File: src/verilog/lsb_cfg_pkg.sv
// load/store buffer sizing
// widths, depth and tag types

package lsb_cfg_pkg;

    localparam int DATA_W    = 32;  // data and address
    localparam int ROB_W     = 4;
    localparam int LSB_DEPTH = 16;
    localparam int PTR_W     = 4;   // wraps at LSB_DEPTH

    typedef logic [DATA_W-1:0] data_t;
    typedef logic [ROB_W-1:0]  rob_tag_t;
    typedef logic [PTR_W-1:0]  lsb_ptr_t;

    // tag 0 is never a producer, operand already holds its value
    localparam rob_tag_t NO_DEP = '0;

endpackage

File: src/verilog/lsb_isa_pkg.sv
// memory opcode encodings and helpers

package lsb_isa_pkg;

    typedef enum logic [3:0] {
        OP_LB  = 4'd0,
        OP_LH  = 4'd1,
        OP_LW  = 4'd2,
        OP_LBU = 4'd3,
        OP_LHU = 4'd4,
        OP_SB  = 4'd5,
        OP_SH  = 4'd6,
        OP_SW  = 4'd7
    } mem_op_t;

    typedef enum logic [1:0] {
        RW_BYTE = 2'd0,
        RW_HALF = 2'd1,
        RW_WORD = 2'd2
    } rw_style_t;

    function automatic logic is_load(input mem_op_t op);
        return op inside {OP_LB, OP_LH, OP_LW, OP_LBU, OP_LHU};
    endfunction

    function automatic logic is_store(input mem_op_t op);
        return op inside {OP_SB, OP_SH, OP_SW};
    endfunction

    // access width seen by the memory dispatcher
    function automatic rw_style_t op_style(input mem_op_t op);
        case (op)
            OP_LB, OP_LBU, OP_SB: return RW_BYTE;
            OP_LH, OP_LHU, OP_SH: return RW_HALF;
            default:              return RW_WORD;
        endcase
    endfunction

endpackage

File: src/verilog/load_return.sv
// outstanding load and cdb broadcast
`timescale 1ns/1ps

module load_return
    import lsb_cfg_pkg::*;
    import lsb_isa_pkg::*;
(
    input  logic     in_clk,
    input  logic     in_rst,
    input  logic     flush,
    input  logic     load_issue,
    input  mem_op_t  issue_op,
    input  rob_tag_t issue_dest,
    input  logic     load_data_en,
    input  data_t    load_data,
    output logic     load_busy,
    output logic     cdb_en,
    output rob_tag_t cdb_tag,
    output data_t    cdb_value
);

    mem_op_t  op_q;
    rob_tag_t dest_q;
    data_t    ext_data;

    always_comb begin
        case (op_q)
            OP_LB:   ext_data = {{(DATA_W-8){load_data[7]}}, load_data[7:0]};
            OP_LH:   ext_data = {{(DATA_W-16){load_data[15]}}, load_data[15:0]};
            OP_LBU:  ext_data = {{(DATA_W-8){1'b0}}, load_data[7:0]};
            OP_LHU:  ext_data = {{(DATA_W-16){1'b0}}, load_data[15:0]};
            default: ext_data = load_data;  // lw
        endcase
    end

    // flush drops the pending load, its data is ignored
    always_ff @(posedge in_clk) begin
        if (in_rst || flush) begin
            load_busy <= 1'b0;
            cdb_en    <= 1'b0;
        end else begin
            cdb_en <= load_data_en && load_busy;
            if (load_data_en && load_busy)
                load_busy <= 1'b0;
            else if (load_issue)
                load_busy <= 1'b1;
        end
    end

    always_ff @(posedge in_clk) begin
        if (load_issue) begin
            op_q   <= issue_op;
            dest_q <= issue_dest;
        end
        if (load_data_en) begin
            cdb_tag   <= dest_q;
            cdb_value <= ext_data;
        end
    end

endmodule

File: src/verilog/lsb_entry_file.sv
// load/store buffer entries with tag wakeup
`timescale 1ns/1ps

module lsb_entry_file
    import lsb_cfg_pkg::*;
    import lsb_isa_pkg::*;
(
    input  logic     in_clk,
    input  logic     in_rst,
    input  logic     flush,
    input  logic     wr_en,
    input  lsb_ptr_t wr_ptr,
    input  lsb_ptr_t rd_ptr,
    input  logic     pop,
    input  mem_op_t  op,
    input  data_t    imm,
    input  rob_tag_t qj,
    input  rob_tag_t qk,
    input  data_t    vj,
    input  data_t    vk,
    input  rob_tag_t dest,
    input  logic     bc0_en,
    input  rob_tag_t bc0_tag,
    input  data_t    bc0_value,
    input  logic     bc1_en,
    input  rob_tag_t bc1_tag,
    input  data_t    bc1_value,
    output mem_op_t  head_op,
    output rob_tag_t head_qj,
    output rob_tag_t head_qk,
    output data_t    head_addr,
    output data_t    head_vk,
    output rob_tag_t head_dest
);

    mem_op_t  op_mem   [LSB_DEPTH];
    data_t    imm_mem  [LSB_DEPTH];
    rob_tag_t qj_mem   [LSB_DEPTH];
    rob_tag_t qk_mem   [LSB_DEPTH];
    data_t    vj_mem   [LSB_DEPTH];
    data_t    vk_mem   [LSB_DEPTH];
    rob_tag_t dest_mem [LSB_DEPTH];
    logic [LSB_DEPTH-1:0] busy;

    rob_tag_t wr_qj, wr_qk;
    data_t    wr_vj, wr_vk;

    function automatic logic hit(input logic en, input rob_tag_t q, input rob_tag_t tag);
        return en && q != NO_DEP && q == tag;
    endfunction

    // bypass a broadcast landing in the assign cycle
    always_comb begin
        wr_qj = qj;
        wr_vj = vj;
        wr_qk = qk;
        wr_vk = vk;
        if (hit(bc0_en, qj, bc0_tag)) begin
            wr_qj = NO_DEP;
            wr_vj = bc0_value;
        end
        if (hit(bc1_en, qj, bc1_tag)) begin
            wr_qj = NO_DEP;
            wr_vj = bc1_value;
        end
        if (hit(bc0_en, qk, bc0_tag)) begin
            wr_qk = NO_DEP;
            wr_vk = bc0_value;
        end
        if (hit(bc1_en, qk, bc1_tag)) begin
            wr_qk = NO_DEP;
            wr_vk = bc1_value;
        end
    end

    always_ff @(posedge in_clk) begin
        if (in_rst || flush) begin
            busy <= '0;
        end else begin
            if (pop)
                busy[rd_ptr] <= 1'b0;
            if (wr_en)
                busy[wr_ptr] <= 1'b1;
        end
    end

    always_ff @(posedge in_clk) begin
        for (int i = 0; i < LSB_DEPTH; i++) begin
            if (wr_en && wr_ptr == lsb_ptr_t'(i)) begin
                op_mem[i]   <= op;
                imm_mem[i]  <= imm;
                dest_mem[i] <= dest;
                qj_mem[i]   <= wr_qj;
                vj_mem[i]   <= wr_vj;
                qk_mem[i]   <= wr_qk;
                vk_mem[i]   <= wr_vk;
            end else if (busy[i]) begin
                if (hit(bc0_en, qj_mem[i], bc0_tag)) begin
                    qj_mem[i] <= NO_DEP;
                    vj_mem[i] <= bc0_value;
                end
                if (hit(bc1_en, qj_mem[i], bc1_tag)) begin
                    qj_mem[i] <= NO_DEP;
                    vj_mem[i] <= bc1_value;
                end
                if (hit(bc0_en, qk_mem[i], bc0_tag)) begin
                    qk_mem[i] <= NO_DEP;
                    vk_mem[i] <= bc0_value;
                end
                if (hit(bc1_en, qk_mem[i], bc1_tag)) begin
                    qk_mem[i] <= NO_DEP;
                    vk_mem[i] <= bc1_value;
                end
            end
        end
    end

    assign head_op   = op_mem[rd_ptr];
    assign head_qj   = qj_mem[rd_ptr];
    assign head_qk   = qk_mem[rd_ptr];
    assign head_vk   = vk_mem[rd_ptr];
    assign head_dest = dest_mem[rd_ptr];
    assign head_addr = vj_mem[rd_ptr] + imm_mem[rd_ptr];  // effective address

endmodule

File: src/verilog/lsb_ctrl.sv
// load/store buffer control
// queue pointers, head issue and store commit
`timescale 1ns/1ps

module lsb_ctrl
    import lsb_cfg_pkg::*;
    import lsb_isa_pkg::*;
(
    input  logic      in_clk,
    input  logic      in_rst,
    input  logic      flush,
    input  logic      assign_en,
    output logic      full,
    output lsb_ptr_t  head_ptr,
    output lsb_ptr_t  tail_ptr,
    output logic      pop,
    input  mem_op_t   head_op,
    input  rob_tag_t  head_qj,
    input  rob_tag_t  head_qk,
    input  data_t     head_addr,
    input  data_t     head_vk,
    input  rob_tag_t  head_dest,
    input  logic      load_busy,
    output logic      load_issue,
    input  logic      rob_store_en,
    input  logic      load_req_en,
    input  logic      store_req_en,
    output logic      load_req,
    output data_t     load_addr,
    output rw_style_t load_style,
    output logic      store_req,
    output data_t     store_addr,
    output data_t     store_value,
    output rw_style_t store_style,
    output logic      rob_store_over,
    output rob_tag_t  rob_store_tag
);

    logic empty;
    logic store_wait;   // request sent, waiting for second pass
    logic store_stall;  // rob head not yet updated after store over
    logic store_ready;
    logic store_issue;
    logic store_done;

    assign full = (head_ptr == tail_ptr) && !empty;

    assign load_issue = !empty && is_load(head_op) && head_qj == NO_DEP
                        && load_req_en && !load_busy;

    always_comb begin
        store_ready = !empty && is_store(head_op)
                      && head_qj == NO_DEP && head_qk == NO_DEP
                      && rob_store_en && !store_stall && store_req_en;
    end

    assign store_issue = store_ready && !store_wait;
    assign store_done  = store_ready && store_wait;
    assign pop         = load_issue || store_done;

    always_ff @(posedge in_clk) begin
        if (in_rst || flush) begin
            head_ptr    <= '0;
            tail_ptr    <= '0;
            empty       <= 1'b1;
            store_wait  <= 1'b0;
            store_stall <= 1'b0;
        end else begin
            if (assign_en)
                tail_ptr <= tail_ptr + 1'b1;
            if (pop)
                head_ptr <= head_ptr + 1'b1;
            if (assign_en && !pop)
                empty <= 1'b0;
            else if (pop && !assign_en)
                empty <= lsb_ptr_t'(head_ptr + 1'b1) == tail_ptr;  // last entry leaving
            if (store_ready)
                store_wait <= !store_wait;
            store_stall <= store_done;
        end
    end

    // one-cycle strobes
    always_ff @(posedge in_clk) begin
        if (in_rst || flush) begin
            load_req       <= 1'b0;
            store_req      <= 1'b0;
            rob_store_over <= 1'b0;
        end else begin
            load_req       <= load_issue;
            store_req      <= store_issue;
            rob_store_over <= store_done;
        end
    end

    always_ff @(posedge in_clk) begin
        if (load_issue) begin
            load_addr  <= head_addr;
            load_style <= op_style(head_op);
        end
        if (store_issue) begin
            store_addr  <= head_addr;
            store_value <= head_vk;
            store_style <= op_style(head_op);
        end
        if (store_done)
            rob_store_tag <= head_dest;
    end

endmodule

File: src/verilog/lsb_top.sv
// load/store buffer top level
`timescale 1ns/1ps

module lsb_top
    import lsb_cfg_pkg::*;
    import lsb_isa_pkg::*;
(
    input  logic      in_clk,
    input  logic      in_rst,
    input  logic      flush,
    output logic      full,
    // decoder
    input  logic      assign_en,
    input  mem_op_t   op,
    input  data_t     imm,
    input  data_t     vj,
    input  data_t     vk,
    input  rob_tag_t  qj,
    input  rob_tag_t  qk,
    input  rob_tag_t  dest,
    // alu result bus
    input  logic      alu_bc_en,
    input  rob_tag_t  alu_bc_tag,
    input  data_t     alu_bc_value,
    // rob
    input  logic      rob_store_en,
    output logic      rob_store_over,
    output rob_tag_t  rob_store_tag,
    // memory dispatcher
    output logic      load_req,
    output data_t     load_addr,
    output rw_style_t load_style,
    input  logic      load_req_en,
    input  logic      load_data_en,
    input  data_t     load_data,
    output logic      store_req,
    output data_t     store_addr,
    output data_t     store_value,
    output rw_style_t store_style,
    input  logic      store_req_en,
    // common data bus
    output logic      cdb_en,
    output rob_tag_t  cdb_tag,
    output data_t     cdb_value
);

    lsb_ptr_t head_ptr;
    lsb_ptr_t tail_ptr;
    logic     pop;
    mem_op_t  head_op;
    rob_tag_t head_qj;
    rob_tag_t head_qk;
    data_t    head_addr;
    data_t    head_vk;
    rob_tag_t head_dest;
    logic     load_busy;
    logic     load_issue;

    lsb_ctrl lsb_ctrl_inst (
        .in_clk         (in_clk),
        .in_rst         (in_rst),
        .flush          (flush),
        .assign_en      (assign_en),
        .full           (full),
        .head_ptr       (head_ptr),
        .tail_ptr       (tail_ptr),
        .pop            (pop),
        .head_op        (head_op),
        .head_qj        (head_qj),
        .head_qk        (head_qk),
        .head_addr      (head_addr),
        .head_vk        (head_vk),
        .head_dest      (head_dest),
        .load_busy      (load_busy),
        .load_issue     (load_issue),
        .rob_store_en   (rob_store_en),
        .load_req_en    (load_req_en),
        .store_req_en   (store_req_en),
        .load_req       (load_req),
        .load_addr      (load_addr),
        .load_style     (load_style),
        .store_req      (store_req),
        .store_addr     (store_addr),
        .store_value    (store_value),
        .store_style    (store_style),
        .rob_store_over (rob_store_over),
        .rob_store_tag  (rob_store_tag)
    );

    // bc1 is our own cdb, looped back for wakeup
    lsb_entry_file lsb_entry_file_inst (
        .in_clk    (in_clk),
        .in_rst    (in_rst),
        .flush     (flush),
        .wr_en     (assign_en),
        .wr_ptr    (tail_ptr),
        .rd_ptr    (head_ptr),
        .pop       (pop),
        .op        (op),
        .imm       (imm),
        .qj        (qj),
        .qk        (qk),
        .vj        (vj),
        .vk        (vk),
        .dest      (dest),
        .bc0_en    (alu_bc_en),
        .bc0_tag   (alu_bc_tag),
        .bc0_value (alu_bc_value),
        .bc1_en    (cdb_en),
        .bc1_tag   (cdb_tag),
        .bc1_value (cdb_value),
        .head_op   (head_op),
        .head_qj   (head_qj),
        .head_qk   (head_qk),
        .head_addr (head_addr),
        .head_vk   (head_vk),
        .head_dest (head_dest)
    );

    load_return load_return_inst (
        .in_clk       (in_clk),
        .in_rst       (in_rst),
        .flush        (flush),
        .load_issue   (load_issue),
        .issue_op     (head_op),
        .issue_dest   (head_dest),
        .load_data_en (load_data_en),
        .load_data    (load_data),
        .load_busy    (load_busy),
        .cdb_en       (cdb_en),
        .cdb_tag      (cdb_tag),
        .cdb_value    (cdb_value)
    );

endmodule

File: config.mk
export PLATFORM = sky130hd
export DESIGN_NAME = lsb_top
export DESIGN_NICKNAME = d
export VERILOG_FILES = /design/src/verilog/lsb_cfg_pkg.sv /design/src/verilog/lsb_isa_pkg.sv /design/src/verilog/load_return.sv /design/src/verilog/lsb_entry_file.sv /design/src/verilog/lsb_ctrl.sv /design/src/verilog/lsb_top.sv
export SDC_FILE = /design/constraint.sdc
export NUM_CORES = 2
export LEC_CHECK = 0
export BUFFER_PORTS_ARGS = -buffer_cell sky130_fd_sc_hd__buf_2
export CORE_ASPECT_RATIO = 1.1
export CORE_UTILIZATION = 45
export DETAILED_ROUTE_END_ITERATION = 10
export GPL_TIMING_DRIVEN = 0
export PLACE_DENSITY = 0.72
export SYNTH_ARGS = -nofsm -noshare
export SYNTH_HDL_FRONTEND = slang
export SYNTH_SLANG_ARGS = --single-unit
export TNS_END_PERCENT = 1
File: constraint.sdc
create_clock -name in_clk -period 17.26 [get_ports in_clk]
set_input_delay 1.726 -clock in_clk [delete_from_list [all_inputs] [get_ports in_clk]]
set_output_delay 1.726 -clock in_clk [all_outputs]
set_load 0.005 [all_outputs]
-- After elaboration in Yosys (flattened, before gate mapping)
Memory sizes are Yosys's and may differ from the RTL's. A register that Yosys moved wholly into a read port is not among the register bits.
Index checks and enable logic that the tools add are counted.
Widths: inputs -> output; s select.
- bits in registers: 147
- bits of input ports: 189
- RAM bits: 1792
- bits in latches: 0
- memory bits (read-only): 0
- memories kept: 7
- order comparisons: 4
- shift operators: 0
- mux-type cells: 582
- equality and inequality tests: 95
- divide/modulo/power cells: 0
- add/sub/neg operators: 3
- multipliers: 0
- bitwise operators: 131
- reduce and logical (&&, ||, !) cells: 268
- memories (name ; words ; width ; read ports ; clocked after Yosys merged registers in ; wr ports ; line ; text):
    lsb_entry_file_inst.imm_mem ; 16 ; 32 ; 1 ; 1 ; 1 ; lsb_entry_file.sv:37 ; data_t imm_mem [LSB_DEPTH];
    lsb_entry_file_inst.vj_mem ; 16 ; 32 ; 1 ; 1 ; 16 ; lsb_entry_file.sv:40 ; data_t vj_mem [LSB_DEPTH];
    lsb_entry_file_inst.vk_mem ; 16 ; 32 ; 1 ; 1 ; 16 ; lsb_entry_file.sv:41 ; data_t vk_mem [LSB_DEPTH];
    lsb_entry_file_inst.dest_mem ; 16 ; 4 ; 1 ; 1 ; 1 ; lsb_entry_file.sv:42 ; rob_tag_t dest_mem [LSB_DEPTH];
    lsb_entry_file_inst.op_mem ; 16 ; 4 ; 1 ; 1 ; 1 ; lsb_entry_file.sv:36 ; mem_op_t op_mem [LSB_DEPTH];
    lsb_entry_file_inst.qj_mem ; 16 ; 4 ; 17 ; 1 ; 16 ; lsb_entry_file.sv:38 ; rob_tag_t qj_mem [LSB_DEPTH];
    1 more memories ; -- ; -- ; -- ; -- ; -- ; -- ;
- operator list (operator ; number):
    $mux 32 ; 83
    $mux 4 ; 155
    $reduce_or 32->1 ; 15
    $mux 1 ; 337
    $eq 4x4->1 ; 70
    $logic_and 1x1->1 ; 170
    $reduce_bool 4->1 ; 34
    $or 1x1->1 ; 128
    $pmux 32 s4 ; 1
    $reduce_or 4->1 ; 30
    $mux 16 ; 3
    $eq 4x3->1 const B ; 9
    $add 32x32->32 ; 1
    $eq 4x4->1 const B ; 8
    $eq 4x2->1 const B ; 5
    $logic_not 4->1 ; 5
    $and 16x16->16 ; 1
    $not 16->16 ; 1
    $or 16x16->16 ; 1
    $eq 4x1->1 const B ; 3
    $lt 4x5->1 const B ; 2
    $add 4x1->4 const B ; 2
    $demux 1 s4 ; 2
    $ge 4x1->1 const B ; 2
    8 further kinds ; 15

-- Logic depth before layout (Yosys ltp)
- depth in word-level cells: 20
- mapped depth: 19

-- Hierarchy
Synthesis repeated with hierarchy kept, for this count alone.
- cell total of the unflattened synthesis: 7915
- area total of the unflattened synthesis: 104114.9 µm²
- by module, submodules not included (module ; cells an instance ; times used ; sequential area each (µm²) ; area each (µm²)):
    lsb_entry_file ; 7625 ; 1 ; 54051.8 ; 98431.9
    lsb_ctrl ; 203 ; 1 ; 3383.2 ; 3995.1
    load_return ; 87 ; 1 ; 1361.3 ; 1687.9

-- Worst setup path after synthesis
No wires, ideal clock.
- path kind: flip-flop to flip-flop
- start point: reg (tool-made name)
- end point: reg lsb_ctrl_inst.empty
- setup time: 62 ps
- data required time: 17198 ps
- setup slack: 11289 ps
- arrival: 5910 ps
- path buffers: 1
- stages on the path, launching flop included: 13
- cells stage by stage: dfxtp_1 > buf_6 > mux4_2 > nor2b_4 > a211oi_2 > a31oi_2 > or4_4 > nor3_1 > nor2_1 > ha_1 > nor4_1 > nand3_1 > nand3_1
- RTL lines (what ; line ; text):
    to (signal assigned) ; lsb_ctrl.sv:76 ; empty <= lsb_ptr_t'(head_ptr + 1'b1) == tail_ptr;
    to (decl) ; lsb_ctrl.sv:39 ; logic empty;

==> impl_metrics.yaml <==
critical_path:
  cp_max_fo: 10
  critical-path-slowest-cell: "clkbuf_1"
  path_delay_family: "buffers and inverters"
  required_ns: 17.88
  end_kind: "flop"
  critical_path_class: "flop to flop"
  crit_path_frequent_cell: "clkbuf_1"
  crit_buf_inv: 5
  crit_chain: "buf_6, clkbuf_1, buf_1, clkbuf_1, clkbuf_1, mux4_2, mux4_2, ha_1, a21oi_1, a21o_1, a31oi_1, o41ai_1, o21ai_0, o41ai_1, nor3_1, a311o_1"
  arrival_ns: 10.07
  cp-start-kind: "flop"
  cpPeakStageDelay_ns: 1.20
  r2r_slack_ns: 7.81
clock_tree:
  postCtsHoldBufs: 0
  cts_buffers: 203
  path_clk_slew_ns: 0.06
  worstSkewPairLatency_ns: 0.90
  post_cts_buffers: 0
  cts.repair.resized: 0
  cts_sinks: 1975
  cts_tree: "yes"
  cts.path.max_buffers: 3
  cts_root_buffer: "clkbuf_16"
  htreeDepth: 4
yosys:
  async_flop_share_pct: 0
  avgSynthCellArea_sq_um: 12.9
  yosys_most_used_dff: "edfxtp_1"
  synth_edf_count: 1932
  yosysUniqueCellTypes: 75
  syn_nets: 8152
  syn_inst: 7922
  synth-seq-cells: 1975
  yosysSeqAreaShare_pct: 57.5
  synth_area_sq_um: 102000
  yosys_warnings: 0
power:
  p_int_uw: 8150
  vdd_drop_max_uv: 117
  pwr-share-seq_pct: 49.9
  p_sw_uw: 2540
  comb_power_share_pct: 7.2
  leakagePower_uw: 0.0442
  p_clk_share_pct: 42.9
  swShare_pct: 23.7
  p_total_uw: 10700
  p_per_area_nw_per_um2: 92.4
outcome:
  status: "complete, but fails checks"
  violations: "capacitance limit, slew limit"
global_route:
  grt_pass1_vias: 71800
  grt-ovfl-total: 0
  grtUsageTotal_pct: 32.6
  grt_pass1_wl_mm: 530
  antenna_found_initial: 12
  grt_max_degree: 43
timing:
  tightest_slew_ns: 1.57
  setup_viol: 0
  clock.fmax_mhz: 106
  fin_ws_ns: 7.81
  skew_ns: 0.0865
  setup_tns_ns: 0
  grt_setup_unrepaired: "false"
  period_share_pct: 54.8
  maxSlewHeadroom_pct: -4.48
  maxSlewViolCount: 22
  period_minus_slack_ns: 9.45
  hold_viol_final: 0
finish:
  regArea_sq_um: 58900
  fillers: 19000
  layout_commonest_cell: "edfxtp_1"
  drive_gt1_share_pct: 15.6
  postLayoutCoreUtil_pct: 51.2
  area_delta_synth_final_pct: 13.0
  multi_input_area_sq_um: 40200
  stdcell_count: 11600
  layout_common_cells: "edfxtp_1 (1932), nor2_1 (1167), mux2i_1 (1105)"
  layout.nets: 8713
routing:
  route.vias.total: 74200
  dr.pass1.iters: 8
  routed_wl_mm: 383
  drtAntennaViolNets: 0
  drc: 0
  routedWlPerCell_microns: 32.9
  drtIter0Drc: 11600
  via_per_inst: 6.39
flow_run:
  cap_violations: 2
floorplan:
  die-area_sq_um: 229000
  core-area_sq_um: 226000
  fp.dieH_microns: 502
  die_width_microns: 457
  initial_core_util_pct: 45.3
  num_rows: 183
  ios: 334
placement:
  pre_cts_ws_ns: 8.14
  place.gp.congestion: 1.04
  portBuffers: 296
  dp.cells: 11200
  place_hpwl_mm: 290
worst_hold_path:
  hp-class: "flop to flop"
-- sequential cells by signal (all words and copies together), names as in the netlist, 16 cells and up, named ones only --
| name | flops |
|---|---|
| lsb_entry_file_inst.qj_mem | 64 |
| lsb_entry_file_inst.busy | 16 |
| lsb_entry_file_inst.dest_mem | 64 |
| lsb_entry_file_inst.op_mem | 64 |
| lsb_entry_file_inst.imm_mem | 512 |
| lsb_entry_file_inst.vj_mem | 512 |
| lsb_ctrl_inst.load_addr | 32 |
| lsb_entry_file_inst.qk_mem | 64 |
| lsb_ctrl_inst.store_addr | 32 |
| lsb_ctrl_inst.store_value | 32 |
| lsb_entry_file_inst.vk_mem | 512 |
| load_return_inst.cdb_value | 32 |
-- metrics by stage --
stage	area, sq um	hold slack (ns)
finish	116000	0.433
global route	116000	0.450
CTS	116000	0.435
detailed placement	109000	0.414
global placement	108000	0.407
floorplan	102000	0.400
-- metal layers --
metal	vias up	part of all wire, %	global-route usage [%]
li1	30900	-	-
met4	4	7.4	21.2
met5	-	0.0089	0
met2	5363	45	50.6
met1	37200	36	42.0
met3	853	11	6.24
-- cells in the mapped netlist (36+ instances only) --
cell | count | area, sq um
xnor2_1 | 162 | 1420
nand3_1 | 74 | 370
a21oi_1 | 1033 | 5170
a21o_1 | 38 | 285
edfxtp_1 | 1932 | 58000
nor2_1 | 1167 | 4380
buf_1 | 120 | 450
mux2i_1 | 1105 | 11100
xor2_1 | 88 | 771
o21ai_0 | 109 | 546
inv_1 | 36 | 135
nand2_1 | 284 | 1070
dfxtp_1 | 43 | 861
mux4_2 | 513 | 11600
o21ai_1 | 65 | 325
clkbuf_1 | 650 | 2440
buf_2 | 92 | 460
nor3_1 | 90 | 450
ha_1 | 40 | 500
-- final cells by class --
| cell class | count | area share [%] |
|---|---|---|
| clock inverters | 133 | 1.30 |
| inverters | 36 | 0.123 |
| clock buffers | 241 | 4.57 |
| flip-flops and latches | 1975 | 50.9 |
| diodes | 6 | 0.0130 |
| plain buffers | 868 | 2.95 |
| multi-input cells | 5043 | 34.7 |
| repair buffers | 356 | 2.25 |
| well taps | 2960 | 3.20 |
-- power by group through the flow --
stage | clock network, uW | logic, uW | registers (uW)
2_1_floorplan | 0 | 440 | 5430
3_3_place_gp | 0 | 699 | 5440
3_5_place_dp | 0 | 731 | 5440
4_1_cts | 4580 | 735 | 5330
5_1_grt | 4750 | 808 | 5330
6_report | 4580 | 767 | 5330
-- worst paths after layout --
| path | to | from | depth (start not counted) |
|---|---|---|---|
| setup / recovery | lsb_ctrl_inst.load_addr[25]$_DFFE_PP_ | flop | 16 |
| hold / removal | load_return_inst.cdb_tag[3]$_DFFE_PP_ | load_return_inst.dest_q[3]$_DFFE_PP_ | 0 |
| setup reg to reg | lsb_ctrl_inst.load_addr[25]$_DFFE_PP_ | flop | 16 |
| hold reg to reg | load_return_inst.cdb_tag[3]$_DFFE_PP_ | load_return_inst.dest_q[3]$_DFFE_PP_ | 0 |
-- logic make-up (layout without fill, tap and decap cells) --
kind of cell	after synthesis	after routing	share of synthesized area, %
AO/OA/AOI/OAI	1328	1328	6.89
buffers and inverters	904	1634	3.47
other	0	6	0
XOR/XNOR	250	250	2.14
flip-flops	1975	1975	57.5
multiplexers	1621	1621	22.1
AND/OR/NAND/NOR	1803	1803	7.36
adder cells (fa/ha/maj)	41	41	0.508
Power figures use the tool's default switching activity.
